**src/logic/beamform_cfg.svh**
```systemverilog
/*
 * Build-time sizes for the four-antenna receive beamformer.
 * Included by the packages and by every RTL module that sizes its ports.
 */
`ifndef BEAMFORM_CFG_SVH
`define BEAMFORM_CFG_SVH

// antenna channels 00, 01, 20 and 21 are combined into one beam
`define BF_CHANNELS 4

// complex samples carried side by side in one beat
`define BF_LANES 8

// bits in the real or the imaginary component of one sample
`define BF_SAMPLE_WIDTH 16

// bits in the real or the imaginary component of a channel weight
`define BF_WEIGHT_WIDTH 8

// the weight is a Q0.7 fraction, so a product carries this many fraction bits
`define BF_WEIGHT_FRAC 7

// one bus word holds every lane of one component
`define BF_BEAT_WIDTH (`BF_LANES * `BF_SAMPLE_WIDTH)

`endif

```
**src/logic/stream_control.sv**
```systemverilog
/*
 * Handshake control for the beamformer pipeline.
 * Joins the four input channels behind one shared ready, and carries a valid
 * bit and the channel-00 last bit alongside the datapath registers so that the
 * whole pipe stalls together when the output is back-pressured.
 */
`default_nettype none
`include "beamform_cfg.svh"

module stream_control (
    input  logic clock,
    input  logic resetn,
    input  logic s_valid [`BF_CHANNELS],
    input  logic s_last  [`BF_CHANNELS],
    input  logic m_ready,
    output logic s_ready,
    output logic load,
    output logic advance,
    output logic m_valid,
    output logic m_last
);

    // register levels between accept and the output
    // input capture, two weigher stages and the summer
    localparam int DEPTH = 4;

    logic [`BF_CHANNELS-1:0] valid_bits;
    logic [`BF_CHANNELS-1:0] last_bits;
    logic [DEPTH-1:0] valid_pipe;
    logic [DEPTH-1:0] last_pipe;
    logic running;

    // gather the per-channel flags into vectors so they can be reduced
    always_comb begin
        for (int c = 0; c < `BF_CHANNELS; c++) begin
            valid_bits[c] = s_valid[c];
            last_bits[c]  = s_last[c];
        end
    end

    // the pipe moves when the output register is empty or is being drained
    // a full output with m_ready low freezes every level at once
    assign advance = !valid_pipe[DEPTH-1] || m_ready;

    // running stays low through reset and for one cycle after it,
    // which keeps the input side closed until the pipe is known empty
    always_ff @(posedge clock) begin
        if (!resetn) begin
            running <= 1'b0;
        end else begin
            running <= 1'b1;
        end
    end

    assign s_ready = running && advance;

    // a beat is taken only when every channel offers one in the same cycle
    assign load = s_ready && (&valid_bits);

    // valid and last walk the pipe in step with the data registers
    // last is masked with load so it never shows up on an empty slot
    always_ff @(posedge clock) begin
        if (!resetn) begin
            valid_pipe <= '0;
            last_pipe  <= '0;
        end else if (advance) begin
            valid_pipe <= {valid_pipe[DEPTH-2:0], load};
            last_pipe  <= {last_pipe[DEPTH-2:0], load && last_bits[0]};
        end
    end

    assign m_valid = valid_pipe[DEPTH-1];
    assign m_last  = last_pipe[DEPTH-1];

    // the channels are framed together, so a packet boundary is seen on all four at once
    a_last_agrees: assert property (@(posedge clock) disable iff (!resetn)
        load |-> (last_bits == '0) || (last_bits == '1));

    // an offered output beat must not change or vanish until it is taken
    a_hold_on_stall: assert property (@(posedge clock) disable iff (!resetn)
        m_valid && !m_ready |=> m_valid && $stable(m_last));

    // nothing may be accepted while reset is applied or on the cycle right after it
    a_ready_in_reset: assert property (@(posedge clock)
        !resetn |=> !s_ready);

endmodule

`default_nettype wire

```
**config.mk**
```make
export PLATFORM = sky130hd
export DESIGN_NAME = stream_control
export DESIGN_NICKNAME = d
export VERILOG_FILES = /design/src/logic/stream_control.sv
export VERILOG_INCLUDE_DIRS = /design/src /design/src/logic
export SDC_FILE = /design/constraint.sdc
export NUM_CORES = 1
export LEC_CHECK = 0
export BUFFER_PORTS_ARGS = -buffer_cell sky130_fd_sc_hd__buf_2
export CAP_MARGIN = 20
export CORE_AREA = 4 4 41 43
export DETAILED_ROUTE_END_ITERATION = 16
export DIE_AREA = 0 0 45 47
export GPL_TIMING_DRIVEN = 0
export PLACE_DENSITY = 0.59
export RECOVER_POWER = 50
export SYNTH_ARGS = -nofsm -noshare
export SYNTH_HDL_FRONTEND = slang
export SYNTH_SLANG_ARGS = --single-unit
```
**constraint.sdc**
```tcl
create_clock -name clock -period 1.89 [get_ports clock]
set_clock_uncertainty 0.2 [all_clocks]
set_input_delay 0.378 -clock clock [delete_from_list [all_inputs] [get_ports clock]]
set_output_delay 0.378 -clock clock [all_outputs]
set_load 0.05 [all_outputs]
```
==> results of run 1 <==
flip-flops by register name (all words and copies together) (netlist names):
register    cells
valid_pipe      4
last_pipe       4
running         1
path summary, 6_finish.rpt:
| check | start | end | slack (ns) |
|---|---|---|---|
| worst max-delay path | valid_pipe[3] | s_ready | 0.08 |
| worst min-delay path | resetn | running | 0.03 |
| worst max register to register | valid_pipe[3] | valid_pipe[1] | 0.64 |
| worst min register to register | last_pipe[3] | last_pipe[3] | 0.26 |
per-stage QoR:
step | hold slack [ns] | util
finish | 0.0347 | 0.391
global placement | 0.244 | 0.358
CTS | 0.0216 | 0.380
detailed placement | 0.250 | 0.358
floorplan | 0.206 | -
global route | 0.0269 | 0.391
placed cells by master, fill, tap and decap left out:
cell	netlist	routed
sky130_fd_sc_hd__clkbuf_4	0	3
sky130_fd_sc_hd__o21a_1	1	1
sky130_fd_sc_hd__buf_2	1	12
sky130_fd_sc_hd__nand3_2	1	1
sky130_fd_sc_hd__clkbuf_1	0	2
sky130_fd_sc_hd__buf_6	1	1
sky130_fd_sc_hd__and3_1	1	1
sky130_fd_sc_hd__nor2_2	0	1
sky130_fd_sc_hd__nand2_1	11	11
sky130_fd_sc_hd__nor2b_4	1	1
sky130_fd_sc_hd__o21ai_2	1	1
sky130_fd_sc_hd__inv_8	1	1
sky130_fd_sc_hd__dfxtp_2	0	1
sky130_fd_sc_hd__nand3_1	3	3
sky130_fd_sc_hd__buf_8	0	1
sky130_fd_sc_hd__o21ai_1	1	1
sky130_fd_sc_hd__a21boi_2	5	4
sky130_fd_sc_hd__buf_4	0	1
sky130_fd_sc_hd__and2_2	1	1
sky130_fd_sc_hd__dfxtp_1	9	8
sky130_fd_sc_hd__a21boi_0	0	1
power by group through the flow:
stage / logic (uW) / registers (uW) / clock network (uW)
6_report: 26.9 / 192 / 146
3_3_place_gp: 25.2 / 197 / 0
4_1_cts: 26.5 / 192 / 157
5_1_grt: 29.8 / 192 / 164
2_1_floorplan: 15.1 / 197 / 0
3_5_place_dp: 25.7 / 197 / 0
cells by family (layout without fill, tap and decap cells):
| logic type | after synthesis | in the layout | share of synthesized area |
|---|---|---|---|
| flops | 9 | 9 | 0.471 |
| simple gates | 19 | 19 | 0.255 |
| buf+inv | 3 | 21 | 0.0719 |
| compound gates | 8 | 8 | 0.203 |
repair_timing:
item                       in CTS  in global routing
setup buffers                   0                  2
gates cloned                    0                  0
setup endpoints to repair       1                  1
resized for setup               1                  2
layer usage:
metal | vias to the layer above | global-route usage
met5 | - | 0
met4 | 0 | 0.0175
met3 | 0 | 0.0613
met2 | 16 | 0.0960
met1 | 129 | 0.0943
li1 | 168 | -
final cells by class:
type                    count  area [um^2]
plain buffers               2         20.0
clock buffers               4         26.3
flip-flops and latches      9          181
fillers                   138          792
inverters                   1         11.3
multi-input cells          27          174
well taps                  15         18.8
repair buffers             14         77.6
==> summary by stage, run 1 <==
Pwr
Cell internal power was estimated by the tool at 286 uW. In this run the static leakage power is 0.000209 uW. The switching power of the nets is 79.4 uW. Of the total power, the share spent switching nets is 0.218.

The total power after layout is 365 uW. The worst supply voltage drop on vdd is 0.533 mV. Of the total power, registers draw 0.527. Power spread over the standard cell area amounts to roughly 700 mW/mm^2.

The share of total power dissipated in combinational logic is 0.074. The clock power share is 0.400.

Route
The final antenna-violating net count is 0. The remaining routing DRC violations is 0. The top layer used by detailed routing is met3. The total length of routed wires is ~670 um. For this block, the via count after detailed routing is 313.

The met3 wirelength from detailed routing is 80 um. The total iterations of the first detailed-routing run is 4. The sum of routed wire segments on met1 is roughly 350 um. The amount of wire on met2 after detailed routing is 234 um. After detailed routing, the average wire length per cell comes to roughly 9.3 um. After the first detailed-routing iteration, the DRC count stood at 11.

The mean number of vias per cell is 4.35.

Place
Detailed placement ended at an HPWL of roughly 460 um. Routability-driven placement finished with a final weighted congestion of 0.618. OpenSTA, run right after detailed placement, puts the worst setup slack at 0.124 ns. The cell total after placement is 66. The number of I/O port buffers is 12. Once placement finished, the instance area stood at ~470 um^2.

Synthesis
Yosys attributes the largest share of cell area to sky130_fd_sc_hd__dfxtp_1 (47%), sky130_fd_sc_hd__a21boi_2 (15%), sky130_fd_sc_hd__nand2_1 (11%). The number of library cell types mapped by synthesis is 15. In this run the cell area of the synthesized design comes to 383 um^2.

During synthesis, Yosys emitted a total of 0 warnings. The number of storage elements in the synthesis netlist is 9. The cell taking the most area after synthesis is sky130_fd_sc_hd__dfxtp_1.

By count the netlist is led by sky130_fd_sc_hd__nand2_1 (11), sky130_fd_sc_hd__dfxtp_1 (9), sky130_fd_sc_hd__a21boi_2 (5), sky130_fd_sc_hd__nand3_1 (3). The sequential area share after synthesis is 0.471. The number of enable-type register cells in the synthesized netlist is 0. The post-synthesis instance total is 39. The share of synthesized area in the top cell type comes to 0.471. The cell with the most instances after synthesis is sky130_fd_sc_hd__nand2_1. The post-synthesis async set-or-reset flop share is 0. The post-synth net total is 50. Averaged over all synthesized cells, the footprint is 9.82 um^2. The top flip-flop cell by instance count after synthesis is sky130_fd_sc_hd__dfxtp_1.

Run status
The run finished with clean final reports.

Die
The area of the die is 0.00212 mm^2. The placeable core area is between 0.001 and 0.0015 mm^2. The floorplan step set the die height to 47 um. For this design the top-level I/O count stands at 16. The number of placement rows is 13. The effective utilization at floorplan is 0.294. The width of the die is 45 um.

Clock network
Clock tree synthesis selected as its root buffer the cell sky130_fd_sc_hd__clkbuf_4. The clock net in this run drives a total of 9 sinks. The clock latency reported for the late side of the worst-skew pair is 0.26 ns. CTS built an H-tree with a depth of 1. The clock input transition at the sequential cells of the worst setup and hold paths is ~0.060 ns. The buffer levels on the longest clock path is 2. In this run, post-CTS hold repair placed 0 buffers.

TritonCTS built the clock tree. Buffers inserted during clock tree synthesis total 3.

Cells and area
0 antenna diodes ended up in the layout. Summing all non-filler instances in the final layout gives an area of 509 um^2. The signed area change from the synthesized netlist to the final layout is 33.0%. Excluding fillers, the count of instances in the completed layout stands at 72. In the final layout, the share of cells above drive strength 1 is 0.509.

The number of nets in the final layout is 69.

Global routing
The total track usage is 0.0745. The number of global-route vias before repair is 260. The first global-routing pass estimated 1.08 mm of wire. The number of antenna violations at the first check in global routing is 0. Entering global routing, the biggest net connects 11 pins.

The aggregate global routing overflow is 0.

Critical path
The slowest stage of the critical path is the sky130_fd_sc_hd__dfxtp_2 cell. The critical path goes through nor2b_4, buf_8, inv_8, and2_2, buf_6. The largest single stage delay on the critical path is 0.32 ns. In this design, the largest share of critical-path delay is due to simple AND/OR/NAND/NOR gates. The number of cells on the worst reg-to-reg path is 5. The data arrival time of the critical path is ~1.2 ns. The worst setup path is launched from a flip-flop.

By startpoint and endpoint, the worst setup path is classified as flip-flop to primary output. The element type at the critical path end is a primary output. Data on the critical path is required at its endpoint by 1.31 ns. The combined buffer and inverter count along the critical path is 3.

The biggest fanout along the worst timing path is 9. The critical path depth in cells is 5.

Run
The number of maximum-capacitance constraint violations is 0.

STA
The worst pin sits at a relative slew slack of 0.833. The max-slew violation total from the final report is 0. The slack of the critical path is 0.0806 ns. The fmax is 0.553 GHz. For the finished layout, the period the worst path requires is 1.81 ns.

At the pin with the least slew margin, the transition time is 0.252 ns. The part of the cycle the worst path needs is 0.957. The total count of hold-check failures in the final report is 0.

After routing, the total negative slack on setup checks comes to 0 ns. The number of endpoints failing setup at the final stage is 0. Setup repair after global routing left no endpoint under its margin.

Worst hold path
The min-delay analysis places its worst path in the category input pin to flip-flop. The number of cells traversed by the worst hold path is 1.
No activity file was read; power rests on OpenSTA's default activity.
==> run 2: changes to the inputs <==
- CORE_AREA: 4 4 41 43 -> 5 5 42 44
- DIE_AREA: 0 0 45 47 -> 0 0 47 49
==> summary by stage, run 2 (synthesized netlist as in run 1, its figures left out) <==
Run status
The flow ran to the end, and the final reports show no timing, DRC or antenna violations.

Clock network
The clock input transition at the sequential cells of the worst setup and hold paths is 0.06 ns (about the same). TritonCTS built the clock tree. The H-tree depth is 1 (unchanged). The buffer levels on the longest clock path is 2 (unchanged). The number of sinks driven by the clock tree was 9 (unchanged).

The clock latency reported for the late side of the worst-skew pair is 0.26 ns (about the same). The tree is rooted in a sky130_fd_sc_hd__clkbuf_4. The total clock buffers created by CTS is 3 (unchanged). The hold buffer count at CTS came to 0 (unchanged).

Pwr
The worst supply voltage drop on vdd came to 0.380 mV (-29%). The total power after layout is 367 uW (+0.41%). The cell leakage power is 0.000202 uW (-3.2%). The total power density per cell area is 734 mW/mm^2 (+2.4%).

Global routing
The maximum number of pins on one net before global-route repair is 11 (unchanged). The first-pass GRT wire length is 1.09 mm (+0.65%). The number of antenna violations at the first check in global routing is 0 (unchanged).

The total track usage is 0.0685 (-0.00604). The aggregate global routing overflow came to 0 (unchanged). The number of global-route vias before repair is 283 (+8.8%).

Route
The total iterations of the first detailed-routing run is 2 (-2). The remaining routing DRC violations came to 0 (unchanged). The via count of the routed design came to 320 (+2.2%). The total length of routed wires is 694 um (+3.9%). The mean number of vias per cell is 4.44 (+2.2%). The mean routed wirelength per cell came to 9.64 um (+3.9%).

The number of DRC violations after detailed-routing iteration 0 was 1 (-10). The final antenna-violating net count is 0 (unchanged).

Critical path
Walking the worst path, the cells encountered are nor2b_4, buf_8, inv_8, and2_2, buf_4. The data arrival time of the critical path is 1.25 ns (+0.02 ns). The stage delay of the slowest cell on the critical path is 0.32 ns (about the same).

The type of element launching the critical path is a flip-flop. The slowest stage cell on the critical path is sky130_fd_sc_hd__dfxtp_2. The worst setup slack for register-to-register paths is 0.58 ns (-0.06 ns).

The number of cells on the worst reg-to-reg path is 5 (unchanged). The endpoint identified for the worst register-to-register timing path is last_pipe[1]. The worst setup path is captured at a primary output. The worst path required time was 1.31 ns (about the same).

The biggest fanout along the worst timing path is 9 (unchanged). In this run the critical register-to-register path is launched from valid_pipe[3]. The kind of critical path is flip-flop to primary output.

STA
The smallest hold slack is 0.0265 ns (-0.00824 ns). The part of the cycle the worst path needs was 0.969 (+0.0116). The worst-case headroom to the max-slew limit is 0.838 (+0.00443). The max-slew violation total from the final report is 0 (unchanged). The total count of hold-check failures in the final report came to 0 (unchanged).

The transition time at the pin with the least slew margin is 0.243 ns (-0.00838 ns). The fmax is 0.546 GHz (-1.2%). The final period demand of the worst path is 1.83 ns (+0.0219 ns). The number of endpoints failing setup at the final stage is 0 (unchanged). The accumulated negative setup slack is 0 ns (unchanged). Setup repair after global routing left no endpoint under its margin.

Cells and area
The largest registers in the layout are last_pipe (4), valid_pipe (4), running (1). The fraction of final layout cells sized beyond drive strength 1 is 0.500 (-0.00877). The final core area utilization is 0.356 (-0.0351).

The filler cell count in the final layout was 164 (+19%). The leading cell type in the layout, fill and taps excluded is sky130_fd_sc_hd__buf_2. The diode insertion count for antenna repair was 0 (unchanged). In the layout the commonest cells are sky130_fd_sc_hd__buf_2 (12), sky130_fd_sc_hd__nand2_1 (11), sky130_fd_sc_hd__dfxtp_1 (8). The number of nets in the final layout was 68 (-1.4%).

The area occupied by multi-input gates is 174 um^2 (unchanged). Relative to the synthesized area, the layout overhead comes to 30.4%. The non-filler instance count after layout is 72 (unchanged). The flip-flop and latch area is 181 um^2 (unchanged).

Die
The placeable core area is 0.00140 mm^2 (+7.7%). The area of the die is 0.00230 mm^2 (+8.9%). The number of top-level pins is 16 (unchanged). The die span in y is 49 um (+4.3%). The number of placement rows came to 14 (+1). The width of the die came to 47 um (+4.4%). The effective utilization at floorplan is 0.273 (-0.0210).

Place
The total half-perimeter wirelength after legalization and detailed placement is 504 um (+10%). The final estimated routing congestion in global placement is 0.640 (+3.6%). The number of I/O port buffers is 12 (unchanged).

The cell total after placement is 67 (+1.5%).

Run
The number of maximum-capacitance constraint violations is 0 (unchanged).

Worst hold path
The worst hold path belongs to the class input pin to flip-flop. The number of cells traversed by the worst hold path is 1 (unchanged). The worst hold path begins at resetn. The endpoint of the worst hold-timing path is running.
[run 2: cell count changes in the layout (fill, tap and decap cells not counted), sizes merged]
cell,change
buf,-1
[run 2: worst max path at each step]
stage	from	end	slack, ns
4_1_cts	valid_pipe[3]	s_ready	0.000001
6_report	valid_pipe[3]	s_ready	0.06
2_1_floorplan	valid_pipe[3]	s_ready	0.14
5_1_grt	valid_pipe[3]	s_ready	0.01
3_5_place_dp	m_ready	s_ready	0.12
3_3_place_gp	m_ready	s_ready	0.12
[run 2: metal layers]
metal,vias to the layer above,part of all wire,global-route usage
met1,140,0.46,0.0798
met2,16,0.40,0.0905
met3,2,0.13,0.0554
met5,-,0,0
li1,162,-,-
met4,0,0.013,0.0276
[run 2: through the flow]
stage / area, um^2 / setup WS [ns]
floorplan: 387 / 0.143
global placement: 467 / 0.122
detailed placement: 467 / 0.125
CTS: 493 / 0.00000133
global route: 499 / 0.0138
finish: 499 / 0.0587
[run 2: power by group]
part	switching, uW	internal [uW]	total [uW]
Sequential	0.891	192	192
Clock	66.8	81.3	148
Combinational	13.9	12.1	26.0
[run 2: repair_timing]
item,CTS,global route
setup buffers,0,1
resized for setup,0,3
endpoints found under the hold margin,0,0
endpoints found under the setup margin,0,1
[run 2: layout make-up]
type / instances / share of cell area
inverters: 1 / 0.0226
clock buffers: 4 / 0.0526
repair buffers: 13 / 0.133
well taps: 16 / 0.0401
flip-flops and latches: 9 / 0.363
plain buffers: 2 / 0.0401
multi-input cells: 27 / 0.348
[run 2: critical path, delay by kind of cell, from the launching register on]
family,cells,cell delay (ns)
simple gates,2,0.32
flops,1,0.32
buf+inv,3,0.35
