<file path="config.mk">
export PLATFORM = sky130hd
export DESIGN_NAME = channel_summer
export DESIGN_NICKNAME = d
export VERILOG_FILES = /design/src/logic/dsp_sample_pkg.sv /design/src/logic/channel_summer.sv
export VERILOG_INCLUDE_DIRS = /design/src /design/src/logic
export SDC_FILE = /design/constraint.sdc
export NUM_CORES = 1
export LEC_CHECK = 0
export ABC_AREA = 1
export BUFFER_PORTS_ARGS = -buffer_cell sky130_fd_sc_hd__buf_2
export CAP_MARGIN = 20
export CORE_AREA = 10 10 497 499
export CTS_CLUSTER_SIZE = 24
export DETAILED_ROUTE_END_ITERATION = 10
export DIE_AREA = 0 0 507 509
export SYNTH_ARGS = -nofsm -noshare
export SYNTH_HDL_FRONTEND = slang
export SYNTH_SLANG_ARGS = --single-unit
</file>
<file path="constraint.sdc">
create_clock -name clock -period 6.6 [get_ports clock]
set_clock_uncertainty 0.1 [all_clocks]
set_input_delay 1.32 -clock clock [delete_from_list [all_inputs] [get_ports clock]]
set_output_delay 1.32 -clock clock [all_outputs]
set_load 0.05 [all_outputs]
</file>
<file path="src/logic/beamform_cfg.svh">
/*
 * Build-time sizes for the four-antenna receive beamformer.
 * Included by the packages and by every RTL module that sizes its ports.
 */
`ifndef BEAMFORM_CFG_SVH
`define BEAMFORM_CFG_SVH

// antenna channels 00, 01, 20 and 21 are combined into one beam
`define BF_CHANNELS 4

// complex samples carried side by side in one beat
`define BF_LANES 8

// bits in the real or the imaginary component of one sample
`define BF_SAMPLE_WIDTH 16

// bits in the real or the imaginary component of a channel weight
`define BF_WEIGHT_WIDTH 8

// the weight is a Q0.7 fraction, so a product carries this many fraction bits
`define BF_WEIGHT_FRAC 7

// one bus word holds every lane of one component
`define BF_BEAT_WIDTH (`BF_LANES * `BF_SAMPLE_WIDTH)

`endif

</file>
<file path="src/logic/dsp_sample_pkg.sv">
/*
 * Sample-level types of the beamformer datapath.
 * A beat is seen either as the raw bus word or as its signed lanes, and the
 * lane helpers keep channel sums wrapping the way two's complement hardware does.
 */
`default_nettype none
`include "beamform_cfg.svh"

package dsp_sample_pkg;

    // one signed component of a complex sample
    typedef logic signed [`BF_SAMPLE_WIDTH-1:0] sample_t;

    // the same 128 bits read as the bus word or as separate lanes
    // lane 0 sits in the low bits, matching the order on the input stream
    typedef union packed {
        logic [`BF_BEAT_WIDTH-1:0] word;
        sample_t [`BF_LANES-1:0] lane;
    } beat_u;

    // a lane summed over every channel needs this many bits before it wraps
    localparam int LANE_SUM_WIDTH = `BF_SAMPLE_WIDTH + $clog2(`BF_CHANNELS);

    typedef logic signed [LANE_SUM_WIDTH-1:0] lane_sum_t;

    // adds one lane to a running sum, the lane is sign extended first
    function automatic lane_sum_t lane_accumulate(input lane_sum_t acc, input sample_t value);
        return acc + lane_sum_t'(value);
    endfunction

    // keeps only the low sample bits, so an overflowing sum wraps around
    function automatic sample_t wrap_sample(input lane_sum_t value);
        return value[`BF_SAMPLE_WIDTH-1:0];
    endfunction

endpackage

`default_nettype wire

</file>
<file path="src/logic/channel_summer.sv">
/*
 * Lane-wise sum of the four weighted channel beats.
 * Its registers are the output data of the combined stream, and they hold
 * while the pipe is stalled.
 */
`default_nettype none
`include "beamform_cfg.svh"

module channel_summer
    import dsp_sample_pkg::*;
(
    input  logic clock,
    input  logic advance,
    input  beat_u w_real [`BF_CHANNELS],
    input  beat_u w_imag [`BF_CHANNELS],
    output logic [`BF_BEAT_WIDTH-1:0] m_real,
    output logic [`BF_BEAT_WIDTH-1:0] m_imag
);

    beat_u next_real;
    beat_u next_imag;
    beat_u sum_real;
    beat_u sum_imag;

    // each lane is summed at full width and then wrapped to a sample,
    // which gives the same result as a 16-bit adder chain
    always_comb begin : lane_adder
        lane_sum_t acc_real;
        lane_sum_t acc_imag;
        for (int k = 0; k < `BF_LANES; k++) begin
            acc_real = '0;
            acc_imag = '0;
            for (int c = 0; c < `BF_CHANNELS; c++) begin
                acc_real = lane_accumulate(acc_real, w_real[c].lane[k]);
                acc_imag = lane_accumulate(acc_imag, w_imag[c].lane[k]);
            end
            next_real.lane[k] = wrap_sample(acc_real);
            next_imag.lane[k] = wrap_sample(acc_imag);
        end
    end

    // these registers hold the beat presented on the output stream
    always_ff @(posedge clock) begin
        if (advance) begin
            sum_real <= next_real;
            sum_imag <= next_imag;
        end
    end

    assign m_real = sum_real.word;
    assign m_imag = sum_imag.word;

    // a beat held under back-pressure must not change before the sink takes it
    a_output_hold: assert property (@(posedge clock)
        !advance |=> $stable(m_real) && $stable(m_imag));

endmodule

`default_nettype wire

</file>
==> results of run 1 <==
-- power by group through the flow --
stage          Combinational (mW)  Clock [mW]  Sequential, mW
2_1_floorplan                4.79           0            5.30
3_3_place_gp                 10.7           0            3.09
3_5_place_dp                 10.7           0            3.09
4_1_cts                      10.7        2.61            3.07
5_1_grt                      11.7        2.66            3.11
6_report                     10.6        2.52            3.06
-- cells by family (layout without fill, tap and decap cells) --
kind of cell / after synthesis / count (layout)
compound gates: 213 / 213
xor+xnor: 124 / 124
fa+ha+maj: 720 / 720
buf+inv: 1688 / 3044
flops: 256 / 256
other cells: 0 / 76
simple gates: 1709 / 1709
-- state kept, by name (all words and copies together) (netlist names) --
signal  count
m_imag    128
m_real    128
-- through the flow --
step	power (mW)	util [%]	hold slack (ns)	area, um^2	cells
5_1_grt	17.4	20.3	0.864	48200	9267
4_1_cts	16.4	20.3	0.820	48100	9233
3_3_place_gp	13.7	19.7	1.52	46600	9160
2_1_floorplan	10.1	-	1.33	36200	4710
6_report	16.2	20.4	0.895	48300	9309
3_5_place_dp	13.8	19.7	1.52	46600	9160
-- how the worst min path moves through the flow --
stage,start,cells past startpoint,endpoint,slack [ns]
global route,w_real[496],2,m_real[112]$_DFFE_PP_,0.86
finish,w_real[496],2,m_real[112]$_DFFE_PP_,0.90
detailed placement,w_real[496],2,m_real[112]$_DFFE_PP_,1.52
floorplan,advance,0,m_imag[0]$_DFFE_PP_,1.33
CTS,w_imag[400],2,m_imag[16]$_DFFE_PP_,0.82
global placement,w_real[496],2,m_real[112]$_DFFE_PP_,1.52
-- placed cells by master, fill, tap and decap left out, types with 106 or more instances in the layout --
master,instances
inv_1,1679
buf_2,1280
nand2_1,1077
fa_1,480
nand3_1,268
edfxtp_1,256
ha_1,240
nor2_1,187
a21oi_1,147
xor2_1,106
-- routing by layer --
| layer | vias to the layer above | GRT usage (%) |
|---|---|---|
| met4 | 128 | 4.23 |
| met2 | 1583 | 25.8 |
| met5 | - | 0 |
| met1 | 15967 | 19.2 |
| li1 | 16436 | - |
| met3 | 430 | 6.76 |
-- area by class of cell --
type	count	area (um^2)	share of cell area, %
Sequential cell	256	7690	15.9
Multi-Input combinational cell	2766	22200	45.9
Tap cell	3167	3960	8.21
Timing Repair Buffer	1284	6470	13.4
Clock inverter	30	433	0.897
Inverter	1687	6330	13.1
Antenna cell	76	190	0.394
Clock buffer	43	1030	2.14
==> key figures, run 1 <==
Logic synthesis
  • Cells after synthesis: 4710
  • Post-synthesis adder-cell area fraction: 34.9%
  • Post-Synth Simple-Gate Area: 20.3%
  • Post-synthesis cell area: 36200 um^2
  • Distinct cells, synth: 30
  • Synthesized flop and latch total: 256
  • Syn Nets: 6456
  • Area contributors post-synth: fa_1 27%, edfxtp_1 21%, inv_1 17%
  • Most instantiated cells after synthesis: 1679 x inv_1, 1077 x nand2_1, 480 x fa_1
  • Post-Synth XOR/XNOR Area: 3.00%
  • Async set-reset flop share out of synthesis: 0%
  • Ys Warns: 0
  • Top-count cell post-synth: inv_1
  • Area leader, netlist: fa_1
  • Compound-cell area share of the yosys netlist: 3.07%
  • Post-synthesis mux area share: 0%
  • Main combinational cell family by area after synthesis: adder cells
  • Post-synth EDFFs: 256
  • Register area share after synthesis: 21.2%
  • Yosys top cell area share: 26.6%
  • Most used DFF post-synth: edfxtp_1
  • Avg Cell Area, Syn: 7.68 um^2

STA
  • Final hold violations: 0
  • Slew headroom: 24.3%
  • Min cycle time layout: 4.09 ns
  • Final setup fails: 0
  • Setup WS post-layout: 2.51 ns
  • Fin. max-slew vios: 0
  • Fin crit share: 62.0%
  • RSZ-0062 raised after global routing: no
  • Setup TNS: 0 ns
  • Worst slew pin tran: 1.14 ns
  • Max Clock Freq: 245 MHz

Run
  • Max-Cap Viols: 0

Finish
  • Nets@finish: 7781
  • Area growth, synth to finish: 33.4%
  • Number of fill cells: 26997
  • Share of layout cells above drive strength 1: 24.0%

Pwr
  • Power per standard cell area: 335 nW/um^2
  • Int Power: 7.28 mW
  • Pleak: 27.7 nW
  • Flop pwr share: 18.9%
  • Power share of the clock group: 15.6%
  • Peak supply drop: 0.219 mV
  • Sw Share: 55.0%
  • Net Switching: 8.89 mW
  • Combinational Power Share: 65.5%

Die
  • Cell row count: 179
  • Die Width: 507 um
  • Die height: 509 um
  • Top-level I/O count: 1282
  • Die footprint: 258000 um^2
  • Core box area: 237000 um^2
  • Initial core utilization: 15.3%

Detailed routing
  • DR vias: 34544
  • Initial DRC Count: 2299
  • Drc violations: 0
  • Met2 WL: 95600 um
  • DR WL/cell: 22.9 um
  • Top Metal Used: met5
  • Antenna viol nets, final: 0
  • Met1 Wirelength: 86400 um
  • DRT Wirelength: 214000 um
  • Metal3 WL: 23500 um
  • Routed vias/inst: 3.71
  • Pre-antenna DRT Iters: 8

Placement
  • GPL Wtd Cong: 0.951
  • Post-DP HPWL: 199000 um
  • IO Port Bufs: 1281
  • Pre-CTS WS: 2.05 ns

Critical path
  • Crit end category: flip-flop
  • CP endpoint: m_real[31]$_DFFE_PP_
  • CP Class: in -> reg
  • Slowest cell delay on critical path: 1.23 ns
  • WP depth: 13
  • Crit start category: primary input
  • Crit-path cells: buf_2, inv_1, fa_1, fa_1, inv_1, ha_1, a21o_1, nor2_1, nand2_1, inv_1, nand2_1, nand2_1, nand2_1
  • Critical path arrival: 4.35 ns
  • WP buf/inv: 4
  • Slowest stage cell, crit path: fa_1
  • CP most frequent cell: nand2_1
  • CP delay by family, top: adder cells
  • Crit path from: w_real[30]
  • Worst Path Required: 6.86 ns
  • Peak fanout along the critical path: 4

Global routing
  • First-pass GRT wire length: 281000 um
  • Total GRT Usage: 15.9%
  • Vias in the first global route: 34213
  • Grt ovf: 0
  • Antenna violations before repair: 236
  • Largest net degree at the start of global routing: 95

Clocking
  • Reg clk slew, reported paths: 0.06 ns
  • Post-CTS sizing: 0
  • # H-tree levels: 2
  • Post-CTS Setup Bufs: 0
  • Clk sinks: 256
  • Root buffer cell: clkbuf_16
  • Buffer depth of the longest clock path: 3
  • TritonCTS clock tree: done
  • Hold buffer count at cts: 0
  • Num CTS Buffers: 40

Min path
  • Hold crit path type: in -> reg

Run status
  • Status: complete, no violations
No activity file was read; power rests on OpenSTA's default activity.
==> run 2: changes to the inputs <==
--- a/config.mk
+++ b/config.mk
@@ -6,13 +6,13 @@
 export SDC_FILE = /design/constraint.sdc
 export NUM_CORES = 1
 export LEC_CHECK = 0
-export ABC_AREA = 1
+export ABC_AREA = 0
 export BUFFER_PORTS_ARGS = -buffer_cell sky130_fd_sc_hd__buf_2
 export CAP_MARGIN = 20
-export CORE_AREA = 10 10 497 499
+export CORE_AREA = 10 10 487 489
 export CTS_CLUSTER_SIZE = 24
 export DETAILED_ROUTE_END_ITERATION = 10
-export DIE_AREA = 0 0 507 509
+export DIE_AREA = 0 0 497 499
 export SYNTH_ARGS = -nofsm -noshare
 export SYNTH_HDL_FRONTEND = slang
 export SYNTH_SLANG_ARGS = --single-unit
==> constraint.sdc (replaced) <==
create_clock -name clock -period 4.05 [get_ports clock]
set_clock_uncertainty 0.1 [all_clocks]
set_input_delay 0.81 -clock clock [delete_from_list [all_inputs] [get_ports clock]]
set_output_delay 0.81 -clock clock [all_outputs]
set_load 0.05 [all_outputs]
==> key figures, run 2 <==
Detailed routing
  • Pre-antenna DRT Iters: 6 (-2)
  • Drc violations: 0 (unchanged)
  • DR WL/cell: 24.4 um (+6.3%)
  • Initial DRC Count: 1921 (-16%)
  • DR vias: 29394 (-15%)
  • Routed vias/inst: 3.69 (-0.69%)
  • Antenna viol nets, final: 0 (unchanged)
  • DRT Wirelength: 194000 um (-8.9%)

STA
  • Final setup fails: 0 (unchanged)
  • Setup WS post-layout: 0.201 ns (-2.31 ns)
  • Final hold violations: 0 (unchanged)
  • Worst slew pin tran: 0.911 ns (-0.225 ns)
  • Fin crit share: 95.0%
  • Max Clock Freq: 260 MHz
  • RSZ-0062 raised after global routing: no
  • Fin. max-slew vios: 0 (unchanged)
  • Min cycle time layout: 3.85 ns
  • Slew headroom: 39.3% (+15 points)
  • Hold_ws: 0.378 ns (-0.517 ns)

Placement
  • IO Port Bufs: 1281 (unchanged)
  • Placed inst area: 44300 um^2 (-5.0%)
  • Post-DP HPWL: 180000 um (-9.4%)
  • Pre-CTS WS: -0.445 ns (-2.49 ns)
  • GPL Wtd Cong: 0.976 (+2.6%)

Logic synthesis
  • Avg Cell Area, Syn: 9.61 um^2 (+25%)
  • Ys Warns: 0 (unchanged)
  • Area leader, netlist: fa_1
  • Most used DFF post-synth: edfxtp_1
  • Top-count cell post-synth: inv_1
  • Distinct cells, synth: 65 (+120%)
  • Cells after synthesis: 3403 (-28%)
  • Syn Nets: 5149 (-20%)
  • Yosys top cell area share: 29.4% (+2.8 points)
  • Post-synthesis cell area: 32700 um^2 (-9.6%)
  • Synthesized flop and latch total: 256 (unchanged)
  • Async set-reset flop share out of synthesis: 0% (unchanged)
  • Most instantiated cells after synthesis: 1278 x inv_1, 480 x fa_1, 256 x edfxtp_1
  • Register area share after synthesis: 23.5% (+2.3 points)
  • Area contributors post-synth: fa_1 29%, edfxtp_1 24%, inv_1 15%
  • Post-synth EDFFs: 256 (unchanged)

Clocking
  • # H-tree levels: 2 (unchanged)
  • Clk sinks: 256 (unchanged)
  • Post-CTS Setup Bufs: 0 (unchanged)
  • Buffer depth of the longest clock path: 3 (unchanged)
  • Root buffer cell: clkbuf_16
  • Hold buffer count at cts: 0 (unchanged)
  • Num CTS Buffers: 42 (+5.0%)
  • Post-CTS sizing: 0 (unchanged)
  • Reg clk slew, reported paths: 0.07 ns (about the same)
  • TritonCTS clock tree: done

Critical path
  • Critical path arrival: 4.11 ns (-0.24 ns)
  • Slowest cell delay on critical path: 0.55 ns (-0.68 ns)
  • CP Class: in -> reg
  • Crit-path cells: buf_2, fa_1, fa_1, ha_1, fa_2, a211o_1, a2111oi_4, buf_4, o31ai_2, a211oi_2, mux2i_1, nor2_1
  • Crit end category: flip-flop
  • Crit start category: primary input
  • WP buf/inv: 2 (-2)
  • CP most frequent cell: fa_1
  • Worst Path Required: 4.31 ns (-2.55 ns)
  • Slowest stage cell, crit path: fa_1
  • CP delay by family, top: adder cells
  • Peak fanout along the critical path: 3 (-1)

Min path
  • Hold_sp: w_imag[464]
  • Hold crit path type: in -> reg
  • Hold EP: m_imag[80]$_DFFE_PP_
  • Hold path depth: 2 (unchanged)

Global routing
  • Antenna violations before repair: 177 (-25%)
  • Grt ovf: 0 (unchanged)
  • First-pass GRT wire length: 262000 um (-7.1%)
  • Largest net degree at the start of global routing: 74 (-22%)
  • Total GRT Usage: 15.2% (-0.70 points)
  • Vias in the first global route: 31580 (-7.7%)

Die
  • Cell row count: 175 (-2.2%)
  • Initial core utilization: 14.4% (-0.86 points)
  • Core box area: 227000 um^2 (-4.3%)
  • Die Width: 497 um (-2.0%)
  • Die height: 499 um (-2.0%)
  • Die footprint: 248000 um^2 (-3.9%)
  • Top-level I/O count: 1282 (unchanged)

Finish
  • Area growth, synth to finish: 40.1%
  • Post-route cell area: 45800 um^2 (-5.1%)
  • Multi-input gate area: 20200 um^2 (-8.8%)
  • Most frequent cells in the layout: 1280 x buf_2, 1278 x inv_1, 477 x fa_1, 256 x edfxtp_1, 238 x ha_1
  • Commonest non-fill, non-tap cell in the layout: buf_2
  • Share of layout cells above drive strength 1: 31.4% (+7.4 points)
  • Final core occ: 20.2% (-0.18 points)
  • Number of fill cells: 25337 (-6.1%)
  • Area taken by flip-flops and latches: 7690 um^2 (unchanged)
  • Nets@finish: 6637 (-15%)

Pwr
  • Peak supply drop: 0.289 mV (+32%)
  • Power per standard cell area: 585 nW/um^2 (+74%)
  • Pleak: 24.2 nW (-13%)
  • Design Power: 26.8 mW (+66%)

Run status
  • Status: complete, no violations

Run
  • Max-Cap Viols: 0 (unchanged)
run 2: cell types whose count changed in the layout (fill, tap and decap cells not counted), sizes merged, moves of 36 or more:
cell | previous run | this run
a211oi | 0 | 58
a21o | 1 | 83
nand4 | 57 | 8
nand2 | 1126 | 51
a21oi | 157 | 121
buf | 1284 | 1452
inv | 1691 | 1286
nor2 | 190 | 137
nand3 | 271 | 20
xnor2 | 18 | 173
o21a | 0 | 66
xor2 | 106 | 68
run 2: layout make-up:
class,instances,area share (%)
flip-flops and latches,256,16.8
clock inverters,32,0.735
well taps,3009,8.22
inverters,1278,10.5
repair buffers,1452,17.1
diodes,43,0.235
clock buffers,45,2.37
multi-input cells,1861,44.1
run 2: how the worst max path moves through the flow:
stage / start / to / slack (ns) / cells after the start
after floorplan: w_imag[65] / m_imag[79]$_DFFE_PP_ / 0.005 / 10
after global routing: w_imag[97] / m_imag[111]$_DFFE_PP_ / 0.10 / 12
after detailed placement: w_imag[97] / m_imag[111]$_DFFE_PP_ / -0.45 / 12
after global placement: w_imag[97] / m_imag[111]$_DFFE_PP_ / -0.46 / 12
after CTS: w_imag[97] / m_imag[111]$_DFFE_PP_ / 0.23 / 12
final: w_imag[97] / m_imag[111]$_DFFE_PP_ / 0.20 / 12
run 2: layer usage:
metal / vias to the layer above / track usage [%] / wire length [um]
met3: 292 / 6.14 / 19300
met2: 1310 / 25.3 / 90400
li1: 13478 / - / -
met5: - / 0 / 545
met4: 88 / 2.86 / 4090
met1: 14226 / 18.5 / 80100
run 2: per-stage QoR:
stage          setup TNS (ns)  cells
4_1_cts                     0   7933
5_1_grt                     0   7937
3_5_place_dp            -9.50   7856
6_report                    0   7976
2_1_floorplan               0   3403
3_3_place_gp            -7.93   7856
run 2: cells by family after synthesis:
family                     count (synthesis)  synth area share, %
adders and majority gates                720                 38.6
buffers and inverters                   1286                 14.8
AOI/OAI and AO/OA                        553                 11.5
xor gates and xnor gates                 241                 6.46
DFF                                      256                 23.5
muxes                                      3               0.0919
and+or+nand+nor                          344                 5.10
run 2: power breakdown:
part           switching (mW)  internal (mW)
sequential              0.438           4.70
combinational            11.8           5.93
clock                    1.67           2.28
total                    13.9           12.9
